[src/hdl/secv_pkg.sv]
// SEC-V execute cluster definitions
package secv_pkg;

    // Core widths
    localparam int XLEN       = 32;
    localparam int ILEN       = 32;
    localparam int REG_ADDR_W = 5;

    // Major opcodes handled by the cluster
    typedef enum logic [6:0] {
        OPCODE_OP     = 7'b0110011,  // Register-register ALU
        OPCODE_OPIMM  = 7'b0010011,  // Register-immediate ALU
        OPCODE_LUI    = 7'b0110111,
        OPCODE_AUIPC  = 7'b0010111,
        OPCODE_JAL    = 7'b1101111,
        OPCODE_JALR   = 7'b1100111,
        OPCODE_BRANCH = 7'b1100011
    } opcode_t;

    typedef logic [2:0] funct3_t;

    // ALU variants
    localparam funct3_t F3_ADD  = 3'b000;  // ADD, SUB
    localparam funct3_t F3_SLL  = 3'b001;
    localparam funct3_t F3_SLT  = 3'b010;
    localparam funct3_t F3_SLTU = 3'b011;
    localparam funct3_t F3_XOR  = 3'b100;
    localparam funct3_t F3_SR   = 3'b101;  // SRL, SRA
    localparam funct3_t F3_OR   = 3'b110;
    localparam funct3_t F3_AND  = 3'b111;

    // Branch variants, 010 and 011 do not exist
    localparam funct3_t F3_BEQ  = 3'b000;
    localparam funct3_t F3_BNE  = 3'b001;
    localparam funct3_t F3_BLT  = 3'b100;
    localparam funct3_t F3_BGE  = 3'b101;
    localparam funct3_t F3_BLTU = 3'b110;
    localparam funct3_t F3_BGEU = 3'b111;
    localparam funct3_t F3_JALR = 3'b000;  // Only encoding of JALR

    typedef logic [31:0] imm_t;  // Immediate, sign already spread to bit 31

    // Instruction formats, all ILEN bits wide
    typedef struct packed {
        logic [6:0]            funct7;
        logic [REG_ADDR_W-1:0] rs2;
        logic [REG_ADDR_W-1:0] rs1;
        funct3_t               funct3;
        logic [REG_ADDR_W-1:0] rd;
        opcode_t               opcode;
    } r_type_t;

    typedef struct packed {
        logic [11:0]           imm_11_0;
        logic [REG_ADDR_W-1:0] rs1;
        funct3_t               funct3;
        logic [REG_ADDR_W-1:0] rd;
        opcode_t               opcode;
    } i_type_t;

    typedef struct packed {
        logic [6:0]            imm_11_5;
        logic [REG_ADDR_W-1:0] rs2;
        logic [REG_ADDR_W-1:0] rs1;
        funct3_t               funct3;
        logic [4:0]            imm_4_0;
        opcode_t               opcode;
    } s_type_t;

    typedef struct packed {
        logic                  imm_12;
        logic [5:0]            imm_10_5;
        logic [REG_ADDR_W-1:0] rs2;
        logic [REG_ADDR_W-1:0] rs1;
        funct3_t               funct3;
        logic [3:0]            imm_4_1;
        logic                  imm_11;
        opcode_t               opcode;
    } b_type_t;

    typedef struct packed {
        logic [19:0]           imm_31_12;
        logic [REG_ADDR_W-1:0] rd;
        opcode_t               opcode;
    } u_type_t;

    typedef struct packed {
        logic                  imm_20;
        logic [9:0]            imm_10_1;
        logic                  imm_11;
        logic [7:0]            imm_19_12;
        logic [REG_ADDR_W-1:0] rd;
        opcode_t               opcode;
    } j_type_t;

    typedef union packed {
        r_type_t r_type;
        i_type_t i_type;
        s_type_t s_type;
        b_type_t b_type;
        u_type_t u_type;
        j_type_t j_type;
    } inst_t;

    typedef enum logic [1:0] {
        UNIT_NONE,
        UNIT_ALU,
        UNIT_MOVE,
        UNIT_BRANCH
    } unit_t;

    // Write-back bundle into the register file
    typedef struct packed {
        logic [XLEN-1:0]       data;
        logic [REG_ADDR_W-1:0] addr;
        logic                  wb;
    } result_t;

    // Widen a 32-bit immediate to XLEN
    function automatic logic [XLEN-1:0] sext32(input imm_t imm);
        return XLEN'(signed'(imm));
    endfunction

endpackage

[src/hdl/decode.sv]
// Instruction decoder
`timescale 1ns/1ps

module decode #(
    parameter int XLEN = secv_pkg::XLEN,
    parameter int ILEN = secv_pkg::ILEN
) (
    input  secv_pkg::inst_t                  inst_i,
    output secv_pkg::unit_t                  unit_o,     // Target function unit
    output logic [secv_pkg::REG_ADDR_W-1:0]  rs1_o,
    output logic [secv_pkg::REG_ADDR_W-1:0]  rs2_o,
    output logic [secv_pkg::REG_ADDR_W-1:0]  rd_o,
    output secv_pkg::imm_t                   imm_o,
    output logic                             illegal_o   // Unknown opcode or funct3
);

    secv_pkg::opcode_t opcode;
    secv_pkg::funct3_t funct3;
    logic              sgn;  // Immediate sign, always the top instruction bit
    secv_pkg::imm_t    imm_i_fmt, imm_b_fmt, imm_u_fmt, imm_j_fmt;

    assign opcode = inst_i.r_type.opcode;
    assign funct3 = inst_i.r_type.funct3;
    assign sgn    = inst_i[ILEN-1];

    // Register fields sit at fixed positions in every format
    assign rs1_o = inst_i.r_type.rs1;
    assign rs2_o = inst_i.r_type.rs2;
    assign rd_o  = inst_i.r_type.rd;

    // Immediate layouts
    assign imm_i_fmt = {{20{sgn}}, inst_i.i_type.imm_11_0};
    assign imm_b_fmt = {{20{sgn}}, inst_i.b_type.imm_11, inst_i.b_type.imm_10_5,
                        inst_i.b_type.imm_4_1, 1'b0};
    assign imm_u_fmt = {inst_i.u_type.imm_31_12, 12'b0};
    assign imm_j_fmt = {{12{sgn}}, inst_i.j_type.imm_19_12, inst_i.j_type.imm_11,
                        inst_i.j_type.imm_10_1, 1'b0};

    always_comb begin
        unit_o    = secv_pkg::UNIT_NONE;
        imm_o     = '0;
        illegal_o = 1'b0;
        case (opcode)
            secv_pkg::OPCODE_OP:     unit_o = secv_pkg::UNIT_ALU;  // No immediate
            secv_pkg::OPCODE_OPIMM: begin
                unit_o = secv_pkg::UNIT_ALU;
                imm_o  = imm_i_fmt;
            end
            secv_pkg::OPCODE_LUI, secv_pkg::OPCODE_AUIPC: begin
                unit_o = secv_pkg::UNIT_MOVE;
                imm_o  = imm_u_fmt;
            end
            secv_pkg::OPCODE_JAL: begin
                unit_o = secv_pkg::UNIT_BRANCH;
                imm_o  = imm_j_fmt;
            end
            secv_pkg::OPCODE_JALR: begin
                imm_o = imm_i_fmt;
                if (funct3 == secv_pkg::F3_JALR) unit_o = secv_pkg::UNIT_BRANCH;
                else illegal_o = 1'b1;
            end
            secv_pkg::OPCODE_BRANCH: begin
                imm_o = imm_b_fmt;
                if (funct3 == 3'b010 || funct3 == 3'b011) illegal_o = 1'b1;  // Holes
                else unit_o = secv_pkg::UNIT_BRANCH;
            end
            default: illegal_o = 1'b1;
        endcase
    end

    // An illegal word must never reach a unit
    always_comb begin
        assert final (!(illegal_o && unit_o != secv_pkg::UNIT_NONE))
            else $error("decode: illegal instruction routed to a unit");
    end

endmodule

[src/hdl/regfile.sv]
// Integer register file
`timescale 1ns/1ps

module regfile #(
    parameter int XLEN = secv_pkg::XLEN
) (
    input  logic                            clk_i,
    input  logic                            rst_i,
    input  logic [secv_pkg::REG_ADDR_W-1:0] raddr1_i,
    input  logic [secv_pkg::REG_ADDR_W-1:0] raddr2_i,
    output logic [XLEN-1:0]                 rdata1_o,
    output logic [XLEN-1:0]                 rdata2_o,
    input  secv_pkg::result_t               wr_i       // Write port
);

    localparam int NREGS = 2 ** secv_pkg::REG_ADDR_W;

    logic [XLEN-1:0] regs [NREGS];

    always_ff @(posedge clk_i) begin
        if (rst_i) begin
            for (int i = 0; i < NREGS; i++) begin
                regs[i] <= '0;
            end
        end else if (wr_i.wb && wr_i.addr != '0) begin  // x0 is read-only
            regs[wr_i.addr] <= wr_i.data;
        end
    end

    // Combinational reads, x0 forced to zero
    assign rdata1_o = (raddr1_i == '0) ? '0 : regs[raddr1_i];
    assign rdata2_o = (raddr2_i == '0) ? '0 : regs[raddr2_i];

    // Writes to x0 must never stick
    a_x0_zero: assert property (@(posedge clk_i) disable iff (rst_i) regs[0] == '0)
        else $error("regfile: x0 holds a nonzero value");

endmodule

[src/hdl/alu.sv]
// Integer ALU function unit
`timescale 1ns/1ps

module alu #(
    parameter int XLEN = secv_pkg::XLEN,
    parameter int ILEN = secv_pkg::ILEN
) (
    input  secv_pkg::inst_t  inst_i,
    input  logic             ena_i,
    output logic             rdy_o,
    output logic             err_o,   // Nonexistent funct7
    input  logic [XLEN-1:0]  rs1_i,
    input  logic [XLEN-1:0]  rs2_i,
    input  secv_pkg::imm_t   imm_i,   // I-type immediate
    output logic [XLEN-1:0]  rd_o,
    output logic             rd_wb_o
);

    localparam int SHW = $clog2(XLEN);

    secv_pkg::opcode_t opcode;
    secv_pkg::funct3_t funct3;
    logic [6:0]        funct7;
    logic              is_op, is_opimm;
    logic              f7_zero, f7_alt;
    logic [XLEN-1:0]   op_b;
    logic [SHW-1:0]    shamt;

    if (ILEN != $bits(secv_pkg::inst_t)) begin : g_ilen_chk
        $error("alu: ILEN does not match the instruction type");
    end

    assign opcode   = inst_i.r_type.opcode;
    assign funct3   = inst_i.r_type.funct3;
    assign funct7   = inst_i.r_type.funct7;
    assign is_op    = (opcode == secv_pkg::OPCODE_OP);
    assign is_opimm = (opcode == secv_pkg::OPCODE_OPIMM);
    assign f7_zero  = (funct7 == 7'b0000000);
    assign f7_alt   = (funct7 == 7'b0100000);  // Bit 30 set, SUB or SRA

    assign op_b  = is_op ? rs2_i : secv_pkg::sext32(imm_i);  // Second operand
    assign shamt = op_b[SHW-1:0];

    always_comb begin
        rd_o  = '0;
        err_o = is_op && !f7_zero;  // Most R-type ops allow funct7 zero only
        case (funct3)
            secv_pkg::F3_ADD: begin
                if (is_op && f7_alt) rd_o = rs1_i - op_b;
                else rd_o = rs1_i + op_b;
                err_o = is_op && !(f7_zero || f7_alt);
            end
            secv_pkg::F3_SLL: begin
                rd_o  = rs1_i << shamt;
                err_o = !f7_zero;  // Also checks SLLI upper bits
            end
            secv_pkg::F3_SLT:  rd_o = XLEN'($signed(rs1_i) < $signed(op_b));
            secv_pkg::F3_SLTU: rd_o = XLEN'(rs1_i < op_b);
            secv_pkg::F3_XOR:  rd_o = rs1_i ^ op_b;
            secv_pkg::F3_SR: begin
                if (f7_alt) rd_o = $signed(rs1_i) >>> shamt;  // Arithmetic
                else rd_o = rs1_i >> shamt;
                err_o = !(f7_zero || f7_alt);
            end
            secv_pkg::F3_OR:   rd_o = rs1_i | op_b;
            default:           rd_o = rs1_i & op_b;  // F3_AND
        endcase
    end

    assign rd_wb_o = (is_op || is_opimm) && !err_o;
    assign rdy_o   = ena_i;  // Single cycle, always ready

endmodule

[src/hdl/move.sv]
// Move function unit
`timescale 1ns/1ps

module move #(
    parameter int XLEN = secv_pkg::XLEN,
    parameter int ILEN = secv_pkg::ILEN
) (
    input  secv_pkg::inst_t  inst_i,
    input  logic             ena_i,
    output logic             rdy_o,
    output logic             err_o,
    input  logic [XLEN-1:0]  pc_i,
    input  secv_pkg::imm_t   imm_i,   // U-type immediate
    output logic [XLEN-1:0]  rd_o,
    output logic             rd_wb_o
);

    secv_pkg::opcode_t opcode;
    logic [XLEN-1:0]   sext_imm;

    if (ILEN != $bits(secv_pkg::inst_t)) begin : g_ilen_chk
        $error("move: ILEN does not match the instruction type");
    end

    assign opcode   = inst_i.u_type.opcode;
    assign sext_imm = secv_pkg::sext32(imm_i);

    always_comb begin
        rd_o    = '0;
        rd_wb_o = 1'b0;
        if (opcode == secv_pkg::OPCODE_LUI) begin
            rd_o    = sext_imm;         // Upper immediate as is
            rd_wb_o = 1'b1;
        end else if (opcode == secv_pkg::OPCODE_AUIPC) begin
            rd_o    = pc_i + sext_imm;  // PC-relative
            rd_wb_o = 1'b1;
        end
    end

    assign rdy_o = ena_i;
    assign err_o = 1'b0;  // Nothing can fail here

endmodule

[src/hdl/branch.sv]
// Branch and jump function unit
`timescale 1ns/1ps

module branch #(
    parameter int XLEN = secv_pkg::XLEN,
    parameter int ILEN = secv_pkg::ILEN
) (
    input  secv_pkg::inst_t  inst_i,
    input  logic             ena_i,
    output logic             rdy_o,
    output logic             err_o,   // Misaligned target
    input  logic [XLEN-1:0]  pc_i,
    input  logic [XLEN-1:0]  rs1_i,
    input  logic [XLEN-1:0]  rs2_i,
    input  secv_pkg::imm_t   imm_i,   // B, J or I immediate
    output logic [XLEN-1:0]  rd_o,    // Link value
    output logic             rd_wb_o,
    output logic [XLEN-1:0]  npc_o
);

    secv_pkg::opcode_t opcode;
    secv_pkg::funct3_t funct3;
    logic [XLEN-1:0]   sext_imm, pc4, jalr_sum;
    logic              taken;

    if (ILEN != $bits(secv_pkg::inst_t)) begin : g_ilen_chk
        $error("branch: ILEN does not match the instruction type");
    end

    assign opcode   = inst_i.b_type.opcode;
    assign funct3   = inst_i.b_type.funct3;
    assign sext_imm = secv_pkg::sext32(imm_i);
    assign pc4      = pc_i + XLEN'(4);
    assign jalr_sum = rs1_i + sext_imm;

    // Condition evaluation
    always_comb begin
        case (funct3)
            secv_pkg::F3_BEQ:  taken = (rs1_i == rs2_i);
            secv_pkg::F3_BNE:  taken = (rs1_i != rs2_i);
            secv_pkg::F3_BLT:  taken = ($signed(rs1_i) < $signed(rs2_i));
            secv_pkg::F3_BGE:  taken = ($signed(rs1_i) >= $signed(rs2_i));
            secv_pkg::F3_BLTU: taken = (rs1_i < rs2_i);
            secv_pkg::F3_BGEU: taken = (rs1_i >= rs2_i);
            default:           taken = 1'b0;  // Decoder rejects these
        endcase
    end

    // Next PC and link
    always_comb begin
        npc_o   = pc4;
        rd_wb_o = 1'b0;
        case (opcode)
            secv_pkg::OPCODE_JAL: begin
                npc_o   = pc_i + sext_imm;
                rd_wb_o = 1'b1;
            end
            secv_pkg::OPCODE_JALR: begin
                npc_o   = {jalr_sum[XLEN-1:1], 1'b0};  // LSB dropped
                rd_wb_o = 1'b1;
            end
            secv_pkg::OPCODE_BRANCH: if (taken) npc_o = pc_i + sext_imm;
            default: ;
        endcase
    end

    assign rd_o  = pc4;       // Return address
    assign err_o = npc_o[1];  // Targets must be word aligned
    assign rdy_o = ena_i;

endmodule

[src/hdl/secv_exec.sv]
// SEC-V execute cluster
`timescale 1ns/1ps

module secv_exec #(
    parameter int XLEN = secv_pkg::XLEN,
    parameter int ILEN = secv_pkg::ILEN
) (
    input  logic                            clk_i,
    input  logic                            rst_i,
    input  logic                            ena_i,      // Instruction valid strobe
    input  secv_pkg::inst_t                 inst_i,
    input  logic [XLEN-1:0]                 pc_i,
    output logic                            rdy_o,
    output logic                            wb_en_o,    // One-cycle pulse
    output logic [secv_pkg::REG_ADDR_W-1:0] wb_addr_o,
    output logic [XLEN-1:0]                 wb_data_o,
    output logic [XLEN-1:0]                 npc_o,
    output logic                            err_o
);

    secv_pkg::unit_t                 unit;
    logic [secv_pkg::REG_ADDR_W-1:0] rs1, rs2, rd;
    secv_pkg::imm_t                  imm;
    logic                            illegal;
    logic [XLEN-1:0]                 rdata1, rdata2;
    logic                            alu_ena, alu_rdy, alu_err, alu_wb;
    logic                            mov_ena, mov_rdy, mov_err, mov_wb;
    logic                            br_ena, br_rdy, br_err, br_wb;
    logic [XLEN-1:0]                 alu_rd, mov_rd, br_rd, br_npc;
    logic [XLEN-1:0]                 sel_npc;
    logic                            sel_err;
    secv_pkg::result_t               wr;

    decode #(.XLEN(XLEN), .ILEN(ILEN)) u_decode (
        .inst_i, .unit_o(unit), .rs1_o(rs1), .rs2_o(rs2), .rd_o(rd),
        .imm_o(imm), .illegal_o(illegal)
    );

    regfile #(.XLEN(XLEN)) u_regfile (
        .clk_i, .rst_i, .raddr1_i(rs1), .raddr2_i(rs2),
        .rdata1_o(rdata1), .rdata2_o(rdata2), .wr_i(wr)
    );

    // One unit enabled, and only on a valid strobe
    assign alu_ena = ena_i && (unit == secv_pkg::UNIT_ALU);
    assign mov_ena = ena_i && (unit == secv_pkg::UNIT_MOVE);
    assign br_ena  = ena_i && (unit == secv_pkg::UNIT_BRANCH);

    alu #(.XLEN(XLEN), .ILEN(ILEN)) u_alu (
        .inst_i, .ena_i(alu_ena), .rdy_o(alu_rdy), .err_o(alu_err),
        .rs1_i(rdata1), .rs2_i(rdata2), .imm_i(imm), .rd_o(alu_rd), .rd_wb_o(alu_wb)
    );

    move #(.XLEN(XLEN), .ILEN(ILEN)) u_move (
        .inst_i, .ena_i(mov_ena), .rdy_o(mov_rdy), .err_o(mov_err),
        .pc_i, .imm_i(imm), .rd_o(mov_rd), .rd_wb_o(mov_wb)
    );

    branch #(.XLEN(XLEN), .ILEN(ILEN)) u_branch (
        .inst_i, .ena_i(br_ena), .rdy_o(br_rdy), .err_o(br_err), .pc_i,
        .rs1_i(rdata1), .rs2_i(rdata2), .imm_i(imm),
        .rd_o(br_rd), .rd_wb_o(br_wb), .npc_o(br_npc)
    );

    // Result steering
    always_comb begin
        wr.data = '0;
        wr.addr = rd;
        wr.wb   = 1'b0;
        sel_npc = pc_i + XLEN'(4);  // Fall-through for non-branch units
        sel_err = illegal;
        case (unit)
            secv_pkg::UNIT_ALU: begin
                wr.data = alu_rd;
                wr.wb   = alu_wb;
                sel_err = alu_err;
            end
            secv_pkg::UNIT_MOVE: begin
                wr.data = mov_rd;
                wr.wb   = mov_wb;
                sel_err = mov_err;
            end
            secv_pkg::UNIT_BRANCH: begin
                wr.data = br_rd;
                wr.wb   = br_wb;
                sel_err = br_err;
                sel_npc = br_npc;
            end
            default: ;
        endcase
        wr.wb = wr.wb && ena_i && !sel_err;  // Faulting instructions write nothing
    end

    assign rdy_o = alu_rdy | mov_rdy | br_rdy;

    // Write-back and next-PC register
    always_ff @(posedge clk_i) begin
        if (rst_i) begin
            wb_en_o   <= 1'b0;
            err_o     <= 1'b0;
            wb_addr_o <= '0;
            wb_data_o <= '0;
            npc_o     <= '0;
        end else begin
            wb_en_o <= wr.wb;
            err_o   <= ena_i && sel_err;
            if (ena_i) begin
                wb_addr_o <= wr.addr;
                wb_data_o <= wr.data;
                npc_o     <= sel_npc;
            end
        end
    end

    a_one_unit: assert property (@(posedge clk_i) disable iff (rst_i)
        $onehot0({alu_ena, mov_ena, br_ena}))
        else $error("secv_exec: more than one unit enabled");

endmodule

[config.mk]
export PLATFORM = sky130hd
export DESIGN_NAME = secv_exec
export DESIGN_NICKNAME = d
export VERILOG_FILES = /design/src/hdl/secv_pkg.sv /design/src/hdl/decode.sv /design/src/hdl/regfile.sv /design/src/hdl/alu.sv /design/src/hdl/move.sv /design/src/hdl/branch.sv /design/src/hdl/secv_exec.sv
export SDC_FILE = /design/constraint.sdc
export NUM_CORES = 2
export LEC_CHECK = 0
export BUFFER_PORTS_ARGS = -buffer_cell sky130_fd_sc_hd__buf_4
export CORE_ASPECT_RATIO = 0.75
export CORE_MARGIN = 4
export CORE_UTILIZATION = 35
export CTS_CLUSTER_SIZE = 30
export DETAILED_ROUTE_END_ITERATION = 16
export PLACE_DENSITY_LB_ADDON = 0.12
export SYNTH_ARGS = -nofsm -noshare
export SYNTH_HDL_FRONTEND = slang
export SYNTH_SLANG_ARGS = --single-unit
[constraint.sdc]
create_clock -name clk_i -period 14.1 [get_ports clk_i]
set_clock_uncertainty 0.15 [all_clocks]
set_input_delay 0.705 -clock clk_i [delete_from_list [all_inputs] [get_ports clk_i]]
set_output_delay 0.705 -clock clk_i [all_outputs]
set_load 0.02 [all_outputs]
# Yosys cells after proc, flatten, opt, wreduce, memory -nomap -nowiden
# Memory sizes are Yosys's and may differ from the RTL's.
# Index checks and enable logic that the tools add are counted.
# Widths: inputs -> output; s select.
[classes] bitwise=5 reduce_logical=29 shifts=3 n_eq_ne=20 addsub=5 magnitude_cmp=6 n_mux=34
[op_table] op="$mux 32" n=10
[op_table] op="$pmux 32 s7" n=1
[op_table] op="$pmux 32 s3" n=2
[op_table] op="$lt 32x32->1" n=4
[op_table] op="$pmux 32 s4" n=1
[op_table] op="$add 32x32->32" n=3
[op_table] op="$ge 32x32->1" n=2
[op_table] op="$add 32x3->32 const B" n=1
[op_table] op="$and 32x32->32" n=1
[op_table] op="$eq 32x32->1" n=1
[op_table] op="$ne 32x32->1" n=1
[op_table] op="$or 32x32->32" n=1
[op_table] op="$reduce_or 32->1" n=1
[op_table] op="$shl 32x5->32" n=1
[op_table] op="$shr 32x5->32" n=1
[op_table] op="$sshr 32x5->32" n=1
[op_table] op="$sub 32x32->32" n=1
[op_table] op="$xor 32x32->32" n=1
[op_table] op="$eq 7x6->1 const B" n=3
[op_table] op="$eq 7x7->1 const B" n=3
[op_table] op="$eq 7x5->1 const B" n=2
[op_table] op="$eq 3x3->1 const B" n=4
[op_table] op="$pmux 1 s3" n=4
[op_table] op="$logic_and 1x1->1" n=11
[op_table] op="18 further kinds" n=41
[word_totals] ram_bits=1024 output_inout_bits=72 n_memories=1 wordCells=108 reg_bits=71 input_bits=67
[memory_table] name="u_regfile.regs" depth=32 word_bits=32 read_ports=2 rd_ports_with_merged_regs=0 wr=32 line="regfile.sv:18" text="logic [XLEN-1:0] regs [NREGS];"

# Longest topological paths before layout
[logic_depth] depth_word=16 ltp_mapped=28 depth_no_buf=21

# Hierarchy
# A second synthesis with hierarchy kept.
[unflattened] cells_unflattened=6666 area_unflattened_um2=75894.0
[modules_own_cells] module="regfile" cells_per_inst=3502 area_each_um2=54253.3 instances=1
[modules_own_cells] module="alu" cells_per_inst=1534 area_each_um2=9494.1 instances=1
[modules_own_cells] module="branch" cells_per_inst=699 area_each_um2=4887.2 instances=1
[modules_own_cells] module="secv_exec" cells_per_inst=472 area_each_um2=4160.2 instances=1
[modules_own_cells] module="move" cells_per_inst=353 area_each_um2=2270.9 instances=1
[modules_own_cells] module="decode" cells_per_inst=106 area_each_um2=828.3 instances=1

# Least setup slack after synthesis
# No wires, ideal clock.
[synth_timing] path_type="input-to-reg" start="input port inst_i[20] (netlist bit)" end="memory u_regfile.regs[10][0] (enable)" arrival_ns=7.638 slack_ns=5.923 required_ns=13.561 cell_stages=26 cell_sequence="buf_4 buf_6 buf_4 buf_2 clkbuf_1 clkbuf_1 clkbuf_1 mux4_2 mux4_2 mux2i_1 nor2_1 inv_1 ha_1 and3_1 a221o_1 a221oi_1 o21ai_0 a21oi_1 mux2i_1 a21o_1 a41o_1 nand2_1 nor3b_1 nand2_1 clkbuf_1 nand2_1"
[synth_lines] item="from (decl)" line="secv_exec.sv:11" text="input secv_pkg::inst_t inst_i,"
[synth_lines] item="to (decl)" line="regfile.sv:18"

==> run_results.csv <==
group,metric,value,unit
status,status,"finished, violations left",
status,violations,"capacitance limit",
detailed_routing,wirelength,349000,microns
sta,fmaxAchievable,99.2,MHz
cells_and_area,final-seq-area,32200,sq um
logic_synthesis,synthFlopType,"edfxtp_1",
sta,slew-limit-headroom,0.00781,
sta,fin_crit_sh,0.715,
global_route,grt_max_degree,92,
placed_design,port_buffers,138,
global_route,grt_pass1_vias,54200,
detailed_routing,drtAntennaViolNets,0,
critical_path,cp-end-kind,"flop",
critical_path,critPathArrivalTime,10.30,ns
sta,hold_viol_final,0,
logic_synthesis,synth_mux_area_frac,0.192,
sta,rsz0062_at_grt,"false",
logic_synthesis,synth.top_cell.area_share,0.438,
logic_synthesis,synth-simple-area-share,0.124,
critical_path,critPathLaunchType,"primary input",
cells_and_area,num-fill-cells,19100,
global_route,grt_usage,0.326,
logic_synthesis,synthTopCellsByArea,"edfxtp_1 (44%), mux4_2 (13%), nor2_1 (6.4%)",
logic_synthesis,synth_top_family_by_area,"multiplexers",
clock_tree,postCtsSetupBuffers,0,
cells_and_area,drive_gt1_frac,0.181,
logic_synthesis,synth_cell_type_count,98,
logic_synthesis,synth-adder-area-share,0.0352,
clock_tree,cts_hold_buf,0,
clock_tree,clk_pin_slew,0.06,ns
flow_run,maxCapViolations,1,
cells_and_area,nets,6500,
clock_tree,h-tree-depth,3,
cells_and_area,syn_to_final_growth,11.2,%
clock_tree,cts_made_buffers,116,
die,rows,141,
logic_synthesis,postSynthCellCount,6307,
detailed_routing,drtIter0Drc,9863,
clock_tree,cts_resized,0,
clock_tree,clock_path_buffers,3,
sta,report.final.slew_viol_count,0,
clock_tree,root_buffer,"clkbuf_16",
detailed_routing,routed-via-count,58600,
die,fp.coreArea,198000,sq um
die,ios,139,
min_path,hold_class,"in -> reg",
die,die_width,525,microns
die,die_h,396,microns
logic_synthesis,synth_area_per_cell,11.1,sq um
sta,setup_violations,0,
cells_and_area,multi_input_area,35500,sq um
power,leakagePower,27.8,nW
critical_path,worstPathRequired,14.31,ns
logic_synthesis,synth_seq_cells,1095,
logic_synthesis,synth-edff-count,1024,
die,start_util,0.354,
placed_design,dp_cells,8765,
detailed_routing,wl_per_cell,38.9,microns
placed_design,dp_hpwl,252000,microns
detailed_routing,first_pass_iters,8,
clock_tree,cts_sinks,1095,
critical_path,path_class,"in -> reg",
power,irDropWorstVdd,0.106,mV
die,die_area,208000,sq um
logic_synthesis,synth_area,70100,sq um
power,powerDensity,109,nW/um^2
logic_synthesis,synth_compound_area_frac,0.131,
logic_synthesis,synth-xor-area-share,0.0124,
sta,finalCriticalPeriod,10.08,ns
global_route,overflow,0,
cells_and_area,fin_cells,8989,
logic_synthesis,yosysWarnings,0,
clock_tree,clk_latency,0.78,ns
global_route,antenna_found_initial,21,
sta,worst_slew_pin_slew,1.49,ns
global_route,grt_pass1_wl,474000,microns
detailed_routing,vias_per_cell,6.52,
logic_synthesis,yosysSeqAreaShare,0.459,
logic_synthesis,ys_async_sr_fraction,0,
placed_design,routabilityCongestion,1.01,
sta,tns,0,ns
critical_path,crit_fanout,60,
clock_tree,cts_tree,"built",
detailed_routing,drcViolationCount,0,
logic_synthesis,yosysTopAreaCell,"edfxtp_1",
[cell type report]
class                           count  area share
Antenna cell                        8    0.000257
Clock buffer                      143      0.0391
Clock inverter                     73     0.00810
Inverter                          159     0.00765
Multi-Input combinational cell   4516       0.455
Sequential cell                  1095       0.413
Tap cell                         2645      0.0424
Timing Repair Buffer              350      0.0349
[power breakdown]
group	switching, mW	internal, mW	total, mW	leakage [nW]
Sequential	0.0665	3.66	3.73	11.1
Combinational	1.17	0.538	1.71	14.9
Clock	1.43	1.67	3.09	1.78
[cell usage after synthesis (15+ instances only)]
cell / count
nand2_1: 296
dfxtp_1: 71
nor2_2: 31
a21oi_1: 315
a21o_1: 77
mux2_2: 26
xor2_1: 36
nor2_1: 1199
nand3_1: 125
a2111oi_0: 16
o21bai_1: 31
o221ai_1: 32
o211ai_1: 36
ha_1: 191
inv_1: 153
a211oi_1: 107
nor4_1: 15
and2_1: 28
o21ai_0: 159
o22ai_1: 26
buf_1: 45
a21boi_0: 29
edfxtp_1: 1024
a221oi_1: 35
nand2b_1: 32
xnor2_1: 63
a22o_1: 16
o31ai_1: 15
nand4_1: 37
a22oi_1: 234
buf_6: 25
a211o_1: 16
mux2i_1: 403
and3_1: 32
or2_2: 24
clkbuf_1: 366
o21a_1: 28
a31oi_1: 25
mux4_2: 404
nor2b_1: 64
buf_2: 100
nor3_1: 69
buf_4: 28
and4_1: 16
[placed cells by master, fill, tap and decap left out, types with 24 or more instances in the layout]
master,count
nand3_1,125
mux2_2,26
mux2i_1,403
a211oi_1,104
a31oi_1,25
conb_1,32
a21boi_0,29
inv_1,152
nor3_1,64
nand2_2,64
buf_4,339
xor2_1,36
xnor2_1,63
nor2_2,36
o221ai_1,31
a21oi_1,304
o22ai_1,26
edfxtp_1,1024
clkbuf_16,118
nand2_1,233
or2_2,24
o21a_1,28
nor2b_1,56
o211ai_1,36
o21bai_1,31
and2_1,27
ha_1,191
mux4_2,404
clkbuf_1,25
nand2b_1,32
nand4_1,37
a21o_1,77
a221oi_1,33
a22oi_1,234
dfxtp_1,71
and3_1,32
o21ai_0,156
nor2_1,1192
clkinv_1,32
[worst max-delay path: stages]
cell      delay (ns)
buf_8           0.50
buf_4           0.62
mux4_2          0.57
a22o_1          0.29
a221oi_1        0.55
and3_1          0.74
or2_2           0.32
inv_1           0.17
ha_1            0.32
nand4_1         0.10
or2_2           0.37
nor3_2          0.71
nand4_1         0.63
o21a_1          0.38
mux2i_1         0.24
a21o_1          0.17
a41o_1          0.16
nand2_1         0.15
inv_1           0.11
and3_1          0.52
nand2_2         0.68
nand2_2         1.03
[sequential cells by signal (all words and copies together) (netlist names)]
signal and flops:
u_regfile.regs 1024, npc_o 32, wb_data_o 32, wb_addr_o 5, err_o 1, wb_en_o 1
[metrics by stage]
| stage | area [sq um] | power (mW) | setup slack [ns] | hold slack, ns | utilization |
|---|---|---|---|---|---|
| 6_report | 78000 | 8.54 | 4.02 | 0.133 | 0.394 |
| 5_1_grt | 77900 | 8.76 | 3.95 | 0.112 | 0.393 |
| 4_1_cts | 77900 | 8.51 | 3.96 | 0.0753 | 0.393 |
| 3_5_place_dp | 74300 | 5.43 | 3.18 | 0.309 | 0.375 |
| 3_3_place_gp | 74300 | 5.44 | 3.21 | 0.306 | 0.375 |
| 2_1_floorplan | 70300 | 4.70 | 5.92 | 0.391 | - |
[worst paths after layout]
kind / from / endpoint / slack (ns) / cells after the start
worst min register to register: wb_data_o[11] / wb_data_o[11] / 0.32 / 2
worst max-delay path: inst_i[15] / u_regfile.regs[15][12] / 4.02 / 22
worst max register to register: u_regfile.regs[7][28] / u_regfile.regs[15][12] / 4.94 / 20
worst min-delay path: inst_i[7] / wb_addr_o[0] / 0.13 / 3
[metal layers]
layer / global-route usage / wire [microns] / part of all wire / vias up
met3: 0.0932 / 42500 / 0.12 / 353
li1: - / - / - / 23800
met1: 0.511 / 161000 / 0.46 / 30700
met4: 0.0651 / 7750 / 0.022 / 8
met5: 0 / 190 / 0.00054 / -
met2: 0.438 / 138000 / 0.40 / 3778
[logic make-up (layout without fill, tap and decap cells)]
kind of cell | after synthesis | count (layout)
xor gates and xnor gates | 99 | 99
buffers and inverters | 727 | 725
DFF | 1095 | 1095
AOI/OAI and AO/OA | 1339 | 1339
muxes | 836 | 836
other | 1 | 40
adders and majority gates | 195 | 195
and+or+nand+nor | 2015 | 2015
Power figures use the tool's default switching activity.
